## config.mk

```make
export PLATFORM = sky130hd
export DESIGN_NAME = phys_port_router
export DESIGN_NICKNAME = d
export VERILOG_FILES = /design/src/hw/router_cfg_pkg.sv /design/src/hw/router_types_pkg.sv /design/src/hw/beat_fifo.sv /design/src/hw/packet_arbiter.sv /design/src/hw/egress_demux.sv /design/src/hw/router_regs.sv /design/src/hw/phys_port_router.sv
export SDC_FILE = /design/constraint.sdc
export NUM_CORES = 2
export LEC_CHECK = 0
export ABC_AREA = 1
export BUFFER_PORTS_ARGS = -buffer_cell sky130_fd_sc_hd__buf_2
export CAP_MARGIN = 10
export CELL_PAD_IN_SITES_DETAIL_PLACEMENT = 1
export CELL_PAD_IN_SITES_GLOBAL_PLACEMENT = 2
export CORE_MARGIN = 8
export CORE_UTILIZATION = 39
export DETAILED_ROUTE_END_ITERATION = 6
export PLACE_DENSITY = 0.84
export SLEW_MARGIN = 20
export SYNTH_ARGS = -nofsm -noshare
export SYNTH_HDL_FRONTEND = slang
export SYNTH_HIERARCHICAL = 1
export SYNTH_SLANG_ARGS = --single-unit
```

## constraint.sdc

```tcl
create_clock -name phys_port_clk_ifc -period 3.4 [get_ports phys_port_clk_ifc]
set_input_delay 0.34 -clock phys_port_clk_ifc [delete_from_list [all_inputs] [get_ports phys_port_clk_ifc]]
set_output_delay 0.34 -clock phys_port_clk_ifc [all_outputs]
set_load 0.005 [all_outputs]
```

## src/hw/router_cfg_pkg.sv

```systemverilog
// Build-time constants for the four-port echo router
// Register map is word addressed, one 32-bit register per address
package router_cfg_pkg;

    ////////////////////////////////////////
    // Datapath

    localparam int NUM_PORTS       = 4;
    localparam int DATA_BYTES      = 4;
    localparam int ING_FIFO_DEPTH  = 16;
    localparam int CORE_FIFO_DEPTH = 8;

    ////////////////////////////////////////
    // Register map

    localparam int CNT_WIDTH        = 16;
    localparam int REG_ADDR_WIDTH   = 8;
    localparam int REG_ENABLE_ADDR  = 0;
    // Counter p of each bank sits at base + p
    localparam int REG_ING_CNT_BASE = 16;
    localparam int REG_EGR_CNT_BASE = 32;

endpackage

```

## src/hw/router_types_pkg.sv

```systemverilog
// Stream beat and register bus types shared by the router blocks
package router_types_pkg;

    import router_cfg_pkg::*;

    typedef logic [$clog2(NUM_PORTS)-1:0] port_idx_t;

    // One stream beat, keep has one bit per data byte
    typedef struct packed {
        logic [DATA_BYTES*8-1:0] data;
        logic [DATA_BYTES-1:0]   keep;
        logic                    last;
    } beat_t;

    // Beat tagged with its egress port
    typedef struct packed {
        beat_t     beat;
        port_idx_t dest;
    } routed_beat_t;

    typedef struct packed {
        logic                      rd;
        logic                      wr;
        logic [REG_ADDR_WIDTH-1:0] addr;
        logic [31:0]               wdata;
    } reg_req_t;

endpackage

```

## src/hw/beat_fifo.sv

```systemverilog
// Single-clock FIFO, one push and one pop per cycle, DEPTH of two or more
// Head is read straight from the array, so a written beat shows one cycle later
module beat_fifo #(
    parameter type T     = logic,
    parameter int  DEPTH = 16
) (
    input  logic phys_port_clk_ifc,
    input  logic rst,
    input  T     in_beat,
    input  logic in_valid,
    output logic in_ready,
    output T     out_beat,
    output logic out_valid,
    input  logic out_ready
);

    localparam int AW = $clog2(DEPTH);
    localparam int CW = $clog2(DEPTH + 1);

    T              mem [DEPTH];
    logic [AW-1:0] wr_ptr;
    logic [AW-1:0] rd_ptr;
    logic [CW-1:0] count;
    logic          push;
    logic          pop;

    assign in_ready  = (count != CW'(DEPTH));
    assign out_valid = (count != '0);
    assign out_beat  = mem[rd_ptr];
    assign push      = in_valid & in_ready;
    assign pop       = out_valid & out_ready;

    always_ff @(posedge phys_port_clk_ifc) begin
        if (push) begin
            mem[wr_ptr] <= in_beat;
        end
    end

    // Pointers wrap explicitly so DEPTH need not be a power of two
    always_ff @(posedge phys_port_clk_ifc) begin
        if (rst) begin
            wr_ptr <= '0;
            rd_ptr <= '0;
            count  <= '0;
        end else begin
            if (push) begin
                wr_ptr <= (wr_ptr == AW'(DEPTH - 1)) ? '0 : wr_ptr + 1'b1;
            end
            if (pop) begin
                rd_ptr <= (rd_ptr == AW'(DEPTH - 1)) ? '0 : rd_ptr + 1'b1;
            end
            case ({push, pop})
                2'b10:   count <= count + 1'b1;
                2'b01:   count <= count - 1'b1;
                default: count <= count;
            endcase
        end
    end

endmodule

```

## src/hw/packet_arbiter.sv

```systemverilog
// Round-robin over ingress FIFOs, locked on one port until its last beat leaves
// port_enable is sampled at packet start; packets of a disabled port are dropped
module packet_arbiter import router_cfg_pkg::*, router_types_pkg::*; (
    input  logic                  phys_port_clk_ifc,
    input  logic                  rst,
    input  beat_t [NUM_PORTS-1:0] fifo_beat,
    input  logic [NUM_PORTS-1:0]  fifo_valid,
    output logic [NUM_PORTS-1:0]  fifo_ready,
    input  logic [NUM_PORTS-1:0]  port_enable,
    output routed_beat_t          out_beat,
    output logic                  out_valid,
    input  logic                  out_ready
);

    port_idx_t grant;
    logic      locked;
    logic      dropping;

    port_idx_t rr_port;
    logic      rr_found;
    port_idx_t sel_port;
    logic      sel_valid;
    logic      sel_drop;
    logic      load_ok;
    logic      pop;

    ////////////////////////////////////////
    // Port selection

    // First requester after the last winner
    always_comb begin
        port_idx_t cand;
        rr_found = 1'b0;
        rr_port  = grant;
        for (int i = 1; i <= NUM_PORTS; i++) begin
            cand = port_idx_t'((int'(grant) + i) % NUM_PORTS);
            if (!rr_found && fifo_valid[cand]) begin
                rr_found = 1'b1;
                rr_port  = cand;
            end
        end
    end

    assign sel_port  = locked ? grant : rr_port;
    assign sel_valid = locked ? fifo_valid[grant] : rr_found;
    assign sel_drop  = locked ? dropping : ~port_enable[rr_port];
    assign load_ok   = ~out_valid | out_ready;
    // Dropped beats drain even while the output is stalled
    assign pop       = sel_valid & (sel_drop | load_ok);

    always_comb begin
        fifo_ready           = '0;
        fifo_ready[sel_port] = pop;
    end

    always_ff @(posedge phys_port_clk_ifc) begin
        if (rst) begin
            grant    <= port_idx_t'(NUM_PORTS - 1);
            locked   <= 1'b0;
            dropping <= 1'b0;
        end else if (pop) begin
            grant    <= sel_port;
            locked   <= ~fifo_beat[sel_port].last;
            dropping <= sel_drop;
        end
    end

    ////////////////////////////////////////
    // Output register

    always_ff @(posedge phys_port_clk_ifc) begin
        if (rst) begin
            out_valid <= 1'b0;
        end else if (load_ok) begin
            out_valid <= pop & ~sel_drop;
        end
    end

    // Echo mode, dest is the source port
    always_ff @(posedge phys_port_clk_ifc) begin
        if (load_ok && pop && !sel_drop) begin
            out_beat.beat <= fifo_beat[sel_port];
            out_beat.dest <= sel_port;
        end
    end

endmodule

```

## src/hw/egress_demux.sv

```systemverilog
// Steers tagged beats from the core buffer into one output register per egress port
// A beat waits at the head while the register of its dest is full and stalled
module egress_demux import router_cfg_pkg::*, router_types_pkg::*; (
    input  logic                  phys_port_clk_ifc,
    input  logic                  rst,
    input  routed_beat_t          in_beat,
    input  logic                  in_valid,
    output logic                  in_ready,
    output beat_t [NUM_PORTS-1:0] egr_beat,
    output logic [NUM_PORTS-1:0]  egr_valid,
    input  logic [NUM_PORTS-1:0]  egr_ready
);

    logic                 take;
    logic [NUM_PORTS-1:0] load;

    // Register free or draining this cycle
    assign in_ready = ~egr_valid[in_beat.dest] | egr_ready[in_beat.dest];
    assign take     = in_valid & in_ready;

    always_comb begin
        load                = '0;
        load[in_beat.dest]  = take;
    end

    always_ff @(posedge phys_port_clk_ifc) begin
        if (rst) begin
            egr_valid <= '0;
        end else begin
            for (int p = 0; p < NUM_PORTS; p++) begin
                if (!egr_valid[p] || egr_ready[p]) begin
                    egr_valid[p] <= load[p];
                end
            end
        end
    end

    always_ff @(posedge phys_port_clk_ifc) begin
        for (int p = 0; p < NUM_PORTS; p++) begin
            if (load[p]) begin
                egr_beat[p] <= in_beat.beat;
            end
        end
    end

endmodule

```

## src/hw/router_regs.sv

```systemverilog
// Port-enable mask and per-port packet counters; unmapped reads return zero
// reg_rvalid follows a read request by exactly one cycle, writes land on the next edge
module router_regs import router_cfg_pkg::*, router_types_pkg::*; (
    input  logic                 phys_port_clk_ifc,
    input  logic                 rst,
    input  reg_req_t             reg_req,
    output logic [31:0]          reg_rdata,
    output logic                 reg_rvalid,
    input  logic [NUM_PORTS-1:0] ing_pkt_done,
    input  logic [NUM_PORTS-1:0] egr_pkt_done,
    output logic [NUM_PORTS-1:0] port_enable
);

    logic [CNT_WIDTH-1:0] ing_cnt [NUM_PORTS];
    logic [CNT_WIDTH-1:0] egr_cnt [NUM_PORTS];
    logic [31:0]          rd_data;

    ////////////////////////////////////////
    // Control and counters

    always_ff @(posedge phys_port_clk_ifc) begin
        if (rst) begin
            port_enable <= '1;
        end else if (reg_req.wr && reg_req.addr == REG_ADDR_WIDTH'(REG_ENABLE_ADDR)) begin
            port_enable <= reg_req.wdata[NUM_PORTS-1:0];
        end
    end

    // Counters wrap at CNT_WIDTH
    always_ff @(posedge phys_port_clk_ifc) begin
        if (rst) begin
            for (int p = 0; p < NUM_PORTS; p++) begin
                ing_cnt[p] <= '0;
                egr_cnt[p] <= '0;
            end
        end else begin
            for (int p = 0; p < NUM_PORTS; p++) begin
                if (ing_pkt_done[p] && port_enable[p]) begin
                    ing_cnt[p] <= ing_cnt[p] + 1'b1;
                end
                if (egr_pkt_done[p]) begin
                    egr_cnt[p] <= egr_cnt[p] + 1'b1;
                end
            end
        end
    end

    ////////////////////////////////////////
    // Read path

    always_comb begin
        rd_data = '0;
        if (reg_req.addr == REG_ADDR_WIDTH'(REG_ENABLE_ADDR)) begin
            rd_data[NUM_PORTS-1:0] = port_enable;
        end
        for (int p = 0; p < NUM_PORTS; p++) begin
            if (reg_req.addr == REG_ADDR_WIDTH'(REG_ING_CNT_BASE + p)) begin
                rd_data[CNT_WIDTH-1:0] = ing_cnt[p];
            end
            if (reg_req.addr == REG_ADDR_WIDTH'(REG_EGR_CNT_BASE + p)) begin
                rd_data[CNT_WIDTH-1:0] = egr_cnt[p];
            end
        end
    end

    always_ff @(posedge phys_port_clk_ifc) begin
        if (rst) begin
            reg_rvalid <= 1'b0;
        end else begin
            reg_rvalid <= reg_req.rd;
        end
    end

    always_ff @(posedge phys_port_clk_ifc) begin
        if (reg_req.rd) begin
            reg_rdata <= rd_data;
        end
    end

endmodule

```

## src/hw/phys_port_router.sv

```systemverilog
// Four-port echo router on one clock; each packet leaves on the port it arrived on
// Ingress FIFOs feed a packet arbiter, a shared core buffer and per-port egress registers
module phys_port_router import router_cfg_pkg::*, router_types_pkg::*; (
    input  logic                  phys_port_clk_ifc,
    input  logic                  rst,
    input  beat_t [NUM_PORTS-1:0] ing_beat,
    input  logic [NUM_PORTS-1:0]  ing_valid,
    output logic [NUM_PORTS-1:0]  ing_ready,
    output beat_t [NUM_PORTS-1:0] egr_beat,
    output logic [NUM_PORTS-1:0]  egr_valid,
    input  logic [NUM_PORTS-1:0]  egr_ready,
    input  reg_req_t              reg_req,
    output logic [31:0]           reg_rdata,
    output logic                  reg_rvalid
);

    beat_t [NUM_PORTS-1:0] fifo_beat;
    logic [NUM_PORTS-1:0]  fifo_valid;
    logic [NUM_PORTS-1:0]  fifo_ready;
    routed_beat_t          arb_beat;
    logic                  arb_valid;
    logic                  arb_ready;
    routed_beat_t          core_beat;
    logic                  core_valid;
    logic                  core_ready;
    logic [NUM_PORTS-1:0]  port_enable;
    logic [NUM_PORTS-1:0]  ing_pkt_done;
    logic [NUM_PORTS-1:0]  egr_pkt_done;

    ////////////////////////////////////////
    // Ingress

    for (genvar p = 0; p < NUM_PORTS; p++) begin : g_ing
        beat_fifo #(
            .T     (beat_t),
            .DEPTH (ING_FIFO_DEPTH)
        ) u_ing_fifo (
            .phys_port_clk_ifc (phys_port_clk_ifc),
            .rst               (rst),
            .in_beat           (ing_beat[p]),
            .in_valid          (ing_valid[p]),
            .in_ready          (ing_ready[p]),
            .out_beat          (fifo_beat[p]),
            .out_valid         (fifo_valid[p]),
            .out_ready         (fifo_ready[p])
        );

        // End of packet pulses for the counters
        assign ing_pkt_done[p] = ing_valid[p] & ing_ready[p] & ing_beat[p].last;
        assign egr_pkt_done[p] = egr_valid[p] & egr_ready[p] & egr_beat[p].last;
    end

    packet_arbiter u_arbiter (
        .phys_port_clk_ifc (phys_port_clk_ifc),
        .rst               (rst),
        .fifo_beat         (fifo_beat),
        .fifo_valid        (fifo_valid),
        .fifo_ready        (fifo_ready),
        .port_enable       (port_enable),
        .out_beat          (arb_beat),
        .out_valid         (arb_valid),
        .out_ready         (arb_ready)
    );

    ////////////////////////////////////////
    // Core buffer and egress

    beat_fifo #(
        .T     (routed_beat_t),
        .DEPTH (CORE_FIFO_DEPTH)
    ) u_core_fifo (
        .phys_port_clk_ifc (phys_port_clk_ifc),
        .rst               (rst),
        .in_beat           (arb_beat),
        .in_valid          (arb_valid),
        .in_ready          (arb_ready),
        .out_beat          (core_beat),
        .out_valid         (core_valid),
        .out_ready         (core_ready)
    );

    egress_demux u_egress (
        .phys_port_clk_ifc (phys_port_clk_ifc),
        .rst               (rst),
        .in_beat           (core_beat),
        .in_valid          (core_valid),
        .in_ready          (core_ready),
        .egr_beat          (egr_beat),
        .egr_valid         (egr_valid),
        .egr_ready         (egr_ready)
    );

    router_regs u_regs (
        .phys_port_clk_ifc (phys_port_clk_ifc),
        .rst               (rst),
        .reg_req           (reg_req),
        .reg_rdata         (reg_rdata),
        .reg_rvalid        (reg_rvalid),
        .ing_pkt_done      (ing_pkt_done),
        .egr_pkt_done      (egr_pkt_done),
        .port_enable       (port_enable)
    );

endmodule

```

* Word level (Yosys, flattened, before mapping)
Memories as Yosys holds them, arrays and structs flattened. A register that Yosys moved wholly into a read port is not among the register bits.
Cells that the tools add are included.
** Storage, ports and cells
- Bits of input ports :: 200
- Bits in writable memories :: 2808
- Word-level logic and storage cells :: 312
- Memories kept :: 7
- Bits in registers :: 279
- Output and inout bits :: 189
** Memories
- g_ing[0].u_ing_fifo.mem :: words 16, bits a word 37, rd ports 1, clocked after memory_dff 1, wr ports 1, line beat_fifo.sv:20 : T mem [DEPTH];
- g_ing[1].u_ing_fifo.mem :: words 16, bits a word 37, rd ports 1, clocked after memory_dff 1, wr ports 1, line beat_fifo.sv:20
- g_ing[2].u_ing_fifo.mem :: words 16, bits a word 37, rd ports 1, clocked after memory_dff 1, wr ports 1, line beat_fifo.sv:20
- g_ing[3].u_ing_fifo.mem :: words 16, bits a word 37, rd ports 1, clocked after memory_dff 1, wr ports 1, line beat_fifo.sv:20
- u_core_fifo.mem :: words 8, bits a word 39, rd ports 1, clocked after memory_dff 1, wr ports 1, line beat_fifo.sv:20
- u_regs.egr_cnt :: words 4, bits a word 16, rd ports 4, clocked after memory_dff 0, wr ports 4, line router_regs.sv:15 : logic [CNT_WIDTH-1:0] egr_cnt [NUM_PORTS];
- +1 memories
** Operators by class
- Reduce and logical (&&, ||, !) cells :: 35
- Bitwise operators :: 42
- Mux-type cells :: 111
- Eq/ne operators :: 33
- $lt $le $gt $ge :: 10
- Add/subtract/negate cells :: 32
** Operators by type and width (count)
- 16-bit two-way mux :: 16
- 16-bit by 1-bit adder with 16-bit output (second input constant) :: 8
- 37-bit binary-select mux with 2-bit select :: 1
- 4-bit two-way mux :: 17
- 1-bit two-way mux :: 52
- 5-bit case mux with 2 select lines :: 4
- 37-bit two-way mux :: 1
- 4-bit by 1-bit adder with 4-bit output (second input constant) :: 9
- 4-bit equality test (second input constant) :: 8
- 8-bit by 5-bit equality test with 1-bit output (second input constant) :: 4
- 8-bit by 6-bit equality test with 1-bit output (second input constant) :: 4
- 1-bit bitwise AND :: 24
- 2-bit by 3-bit less-than comparator with 1-bit output (second input constant) :: 8
- 5-bit by 1-bit adder with 5-bit output (second input constant) :: 4
- 5-bit inequality test (second input constant) :: 4
- 5-bit nonzero test :: 4
- 5-bit by 1-bit subtractor with 5-bit output (second input constant) :: 4
- 1-bit binary-select mux with 2-bit select :: 8
- 1-bit logical AND :: 12
- 3-bit two-way mux :: 4
- 1-bit bitwise OR :: 11
- 2-bit by 1-bit equality test with 1-bit output (second input constant) :: 5
- 2-bit equality test (second input constant) :: 5
- 2-bit two-way mux :: 5
- other kinds (16) :: 41

* Logic depth before layout (Yosys ltp)
- Depth in word-level cells :: 23
- Depth in mapped cells :: 32
- Depth with buffers taken out :: 32

* Hierarchy
The synthesis kept the hierarchy.
** By module, submodules not included
- beat_fifo (g_ing[2].u_ing_fifo ...) :: cells an instance 2007, area each 24921.4 um2, instances 2, sequential area each 18117.4 um2
- beat_fifo (g_ing[1].u_ing_fifo) :: cells an instance 2007, area each 24918.9 um2, instances 1, sequential area each 18117.4 um2
- beat_fifo (g_ing[0].u_ing_fifo) :: cells an instance 2007, area each 24913.9 um2, instances 1, sequential area each 18117.4 um2
- beat_fifo (u_core_fifo) :: cells an instance 968, area each 12802.3 um2, instances 1, sequential area each 9629.2 um2
- router_regs :: cells an instance 1104, area each 8902.3 um2, instances 1, sequential area each 4424.2 um2
- egress_demux :: cells an instance 197, area each 4757.1 um2, instances 1, sequential area each 4524.3 um2
- packet_arbiter :: cells an instance 332, area each 3015.4 um2, instances 1, sequential area each 1271.2 um2
- phys_port_router :: cells an instance 24, area each 110.1 um2, instances 1, sequential area each 0.0 um2

* Least setup slack after synthesis
No wires, ideal clock.
- Kind :: register -> register
- Start :: reg g_ing[2].u_ing_fifo.count[1]
- End :: reg g_ing[0].u_ing_fifo.count[2]
- Required time :: 3.285 ns
- Arrival :: 3.107 ns
- Slack :: 0.178 ns
- Clock period less this slack :: 3.222 ns
- Cell stages (with the launch flop) :: 30
- Cell sequence :: dfxtp_1 > nor2_1 > nand4_1 > inv_1 > nand2_1 > nand2_2 > nand2_1 > nand2_2 > nand2_4 > nand2_1 > nand2_1 > nand2_2 > nand2_4 > nand3_1 > nand3_1 > nand3_1 > nand2_1 > nor3_1 > nand2_1 > inv_1 > ha_1 > inv_1 > nand2_1 > nand2_1 > ha_1 > inv_1 > nand2_1 > xor2_1 > o21ai_0 > inv_1
** Between the ends
- Cells in the longest elaborated chain, start to end :: 23
- Elaborated cells on any way between the ends :: 44
- Those cells by class :: order compare: 2; eq/ne: 2; mux: 26; bitwise: 5; reduce/logical: 9
** Ends and longest elaborated chain
- from (decl) :: line beat_fifo.sv:23 : logic [CW-1:0] count;
- from (signal assigned) :: line beat_fifo.sv:53 : 2'b10: count <= count + 1'b1;
- from (signal assigned) :: line beat_fifo.sv:54 : 2'b01: count <= count - 1'b1;
- from (signal assigned) :: line beat_fifo.sv:55 : default: count <= count;
- 5-bit nonzero test (*) :: line beat_fifo.sv:28 : assign out_valid = (count != '0);
- named net fifo_valid[2] :: line phys_port_router.sv:18 : logic [NUM_PORTS-1:0] fifo_valid;
- parallel branches: the longest is 18 deep, another holds 1-bit binary-select mux with 2-bit select
- 4-bit bitwise AND (no source line) (*)
- named net fifo_ready[0] :: line phys_port_router.sv:19 : logic [NUM_PORTS-1:0] fifo_ready;
- 1-bit bitwise AND (*) :: line beat_fifo.sv:31 : assign pop = out_valid & out_ready;
- 2-bit by 1-bit equality test with 1-bit output or 2-bit equality test (tied branches) :: line beat_fifo.sv:52 : case ({push, pop})
- 5-bit case mux with 2 select lines or 2-bit nonzero test (tied branches)
- to (signal assigned) :: line beat_fifo.sv:53
- to (signal assigned) :: line beat_fifo.sv:54
- to (signal assigned) :: line beat_fifo.sv:55
- to (decl) :: line beat_fifo.sv:23
Mark *: on every way through the listed nets, which the timed path passes. The select of a mux whose other input is x is not followed.
A chain may end at the register's enable or synchronous reset.

* Final worst setup path
- Start :: reg g_ing[3].u_ing_fifo.count[2]
- End :: reg g_ing[0].u_ing_fifo.count[4]
** Between the ends
- Cells in the longest elaborated chain, start to end :: 23
- Elaborated cells on any way between the ends :: 44
- Those cells by class :: order compare: 2; eq/ne: 2; mux: 26; bitwise: 5; reduce/logical: 9
** Ends and longest elaborated chain (line)
- from (decl) :: beat_fifo.sv:23
- from (signal assigned) :: beat_fifo.sv:53
- from (signal assigned) :: beat_fifo.sv:54
- from (signal assigned) :: beat_fifo.sv:55
- 5-bit nonzero test (*) :: beat_fifo.sv:28
- named net fifo_valid[3] :: phys_port_router.sv:18
- parallel branches: the longest is 18 deep, another holds 1-bit binary-select mux with 2-bit select
- 4-bit bitwise AND (no source line) (*)
- named net fifo_ready[0] :: phys_port_router.sv:19
- 1-bit bitwise AND (*) :: beat_fifo.sv:31
- 2-bit by 1-bit equality test with 1-bit output or 2-bit equality test (tied branches) :: beat_fifo.sv:52
- 5-bit case mux with 2 select lines or 2-bit nonzero test (tied branches)
Marks and branches as above.

==> impl_metrics.csv <==
group,metric,value,unit
floorplan,coreArea,330000,um2
final_layout,syn2layout_area_growth,16.6,%
setup_path,worstPathArrival,4.14,ns
floorplan,num_rows,211,
setup_path,crit_slowest_cell,"dfxtp_2",
yosys,synth_warnings,6,
grt,grt_pass1_wl,571,mm
power_and_ir_drop,p_sw_share,31.7,%
power_and_ir_drop,ir_drop,0.848,mV
power_and_ir_drop,p_seq_share,44.4,%
power_and_ir_drop,net-switching-power,35.0,mW
setup_path,worst_setup_path_start_kind,"flip-flop",
grt,globalRouteTotalUtil,21.4,%
final_layout,post-route-util,45.7,%
final_layout,nNetsFinal,11537,
grt,first_global_vias,89647,
route,viasPerCell,5.41,
timing,max-slew-margin-rel,26.7,%
grt,grt_antenna_before_repair,72,
final_layout,drive_gt1_share,12.7,%
floorplan,io_pins,389,
power_and_ir_drop,clkPwrFrac,32.3,%
power_and_ir_drop,comb_power_share,23.3,%
floorplan,initial_core_util,39.2,%
placement,post-place-ws,-0.252,ns
yosys,synth_edf_count,3011,
grt,grt_overflow,0,
power_and_ir_drop,internal-power,75.3,mW
cts,cts_buffers,338,
timing,period_share,98.4,%
cts,clkTransAtPathRegs,0.06,ns
yosys,synthCells,10653,
setup_path,endpoint_kind,"flip-flop",
setup_path,cp_common_cell,"nand2_2",
yosys,synth-seq-cells,3106,
route,drc_errors,0,
floorplan,dieArea,350000,um2
timing,setup_violations,0,
timing,skew,0.0435,ns
yosys,synth_cell_types,53,
timing,tightest_slew,1.10,ns
final_layout,mostFrequentLayoutCells,"3011 x edfxtp_1, 1454 x inv_1, 1372 x nand2_1, 1065 x nand3_1, 808 x o21ai_0",
final_layout,fillers,34283,
cts,cts.sinks,3106,
grt,grt_start_max_net_pins,134,
final_layout,multi_input_area,29000,um2
min_path,hp-class,"in2reg",
setup_path,slowest_delay,0.33,ns
timing,fmax,299,MHz
yosys,synth_seq_area_share,71.4,%
timing,setup_slack,0.0535,ns
cts,cts_root_buf,"clkbuf_16",
final_layout,final_common_cell,"edfxtp_1",
yosys,syn_area,129000,um2
min_path,min_delay_path_depth,5,
timing,rsz0062_at_grt,"yes",
route,drtIter0Drc,7667,
setup_path,required,4.19,ns
cts,clk_latency,0.93,ns
outcome,outcome,"completed",
yosys,postSynth.asyncResetShare,0,%
route,antenna_left,0,
route,wire_per_inst,24.4,um
cts,cts_max_path_buffers,4,
timing,final-max-slew-violation-count,0,
floorplan,dieHeight,592,um
timing,hold_viol,0,
final_layout,layout.area.seq,92400,um2
timing,final.min_clock_period,3.35,ns
floorplan,die_w,592,um
placement,port_buffers,344,
setup_path,rr_worst_depth,32,
route,vias,86276,
setup_path,critPathMaxFanout,4,
placement,post-dp-hpwl,233,mm
route,drt-total-wl,389,mm
yosys,ys.flop_type,"edfxtp_1",
power_and_ir_drop,powerDensity,732,nW/um2
power_and_ir_drop,leakage,53.5,nW
route,dr.pass1.iters,5,
yosys,avgSynthCellArea,12.1,um2
flow_run,drv_cap,0,
setup_path,criticalPathCategory,"reg2reg",
cts,cts_tree,"built",
placement,gp_congestion,0.823,
cts,htreeDepth,5,
-- layout make-up --
cell class | count | share of cell area (%)
Antenna cell | 26 | 0.0432
Clock inverter | 189 | 1.10
Timing Repair Buffer | 869 | 5.00
Sequential cell | 3106 | 61.3
Tap cell | 4366 | 3.62
Clock buffer | 421 | 5.95
Inverter | 1489 | 3.72
Multi-Input combinational cell | 5486 | 19.3
-- power by group through the flow --
| stage | Clock, mW | Sequential [mW] | Combinational, mW |
|---|---|---|---|
| 5_1_grt | 37.6 | 49.2 | 28.1 |
| 3_3_place_gp | 0 | 49.4 | 23.2 |
| 2_1_floorplan | 0 | 48.7 | 15.0 |
| 4_1_cts | 36.3 | 48.9 | 25.1 |
| 6_report | 35.6 | 48.9 | 25.7 |
| 3_5_place_dp | 0 | 49.7 | 24.3 |
-- registers in the layout, summed over array words and instances, names as in the netlist, 4 cells and up, named ones only --
register	cells
g_ing.u_ing_fifo/count	20
g_ing.u_ing_fifo/mem	2368
g_ing.u_ing_fifo/rd_ptr	16
g_ing.u_ing_fifo/wr_ptr	16
u_arbiter/out_beat	39
u_core_fifo/count	4
u_core_fifo/mem	312
u_egress/egr_beat	148
u_egress/egr_valid	4
u_regs/egr_cnt	64
u_regs/ing_cnt	64
u_regs/port_enable	4
u_regs/reg_rdata	16
-- what timing repair did --
action | in CTS | in global routing
buffers inserted | 9 | 11
hold buffers | 174 | 0
hold endpoints to repair | 2400 | 0
resized for setup | 35 | 86
pin swaps | 16 | 55
endpoints found under the setup margin | 19 | 23
-- through the flow --
step                      area [um2]  instances  hold slack, ns  power (mW)   TNS, ns
after global placement        138000      15122           0.457        72.7     -1.34
after CTS                     150000      15915          0.0247         110  -0.00415
final                         151000      15952           0.114         110         0
after detailed placement      138000      15122           0.488        74.0     -2.13
after floorplan               129000      10668           0.409        63.6         0
after global routing          151000      15935           0.128         115    -0.568
-- kinds of logic after synthesis --
group	synth area share, %
mux	0.302
buf+inv	6.90
flops	71.4
fa+ha+maj	0.455
other cells	0.00290
compound gates	10.1
xor+xnor	0.203
simple gates	10.6
-- synth_stat cells (30+ instances only) --
library cell | count | area [um2]
edfxtp_1 | 3011 | 90400
inv_1 | 1470 | 5520
nand2_1 | 1398 | 5250
nand3_1 | 1086 | 5440
o21ai_0 | 817 | 4090
a21oi_1 | 733 | 3670
o211ai_1 | 596 | 4470
nor2_1 | 402 | 1510
clkbuf_1 | 243 | 912
buf_2 | 151 | 756
dfxtp_1 | 95 | 1900
buf_6 | 85 | 957
buf_1 | 51 | 191
nand4_1 | 50 | 313
nor3_1 | 50 | 250
ha_1 | 47 | 588
buf_4 | 43 | 323
mux2i_1 | 39 | 390
o22ai_1 | 39 | 244
a22oi_2 | 30 | 375
-- path summary, 6_finish.rpt --
check / slack, ns / start / endpoint
setup / recovery: 0.05 / g_ing[3].u_ing_fifo/count[2] / g_ing[0].u_ing_fifo/count[4]
hold / removal: 0.11 / reg_req[33] / u_regs/reg_rdata[0]
setup reg to reg: 0.05 / g_ing[3].u_ing_fifo/count[2] / g_ing[0].u_ing_fifo/count[4]
hold reg to reg: 0.49 / u_arbiter/dropping / u_arbiter/dropping
-- metal layers --
layer / GRT usage (%) / wire (um) / vias to the layer above
met5: 0 / 229 / -
met4: 7.54 / 13800 / 36
met3: 3.54 / 24600 / 661
met2: 36.4 / 189000 / 2508
met1: 27.8 / 162000 / 44081
li1: - / - / 38990
-- worst max-delay path: cells and delay by family, from the launching register on --
family	cells	cell delay, ns
flip-flops	1	0.33
buffers and inverters	5	0.36
AND/OR/NAND/NOR	25	2.22
adder cells (fa/ha/maj)	2	0.29
No activity file was read; power rests on OpenSTA's default activity.
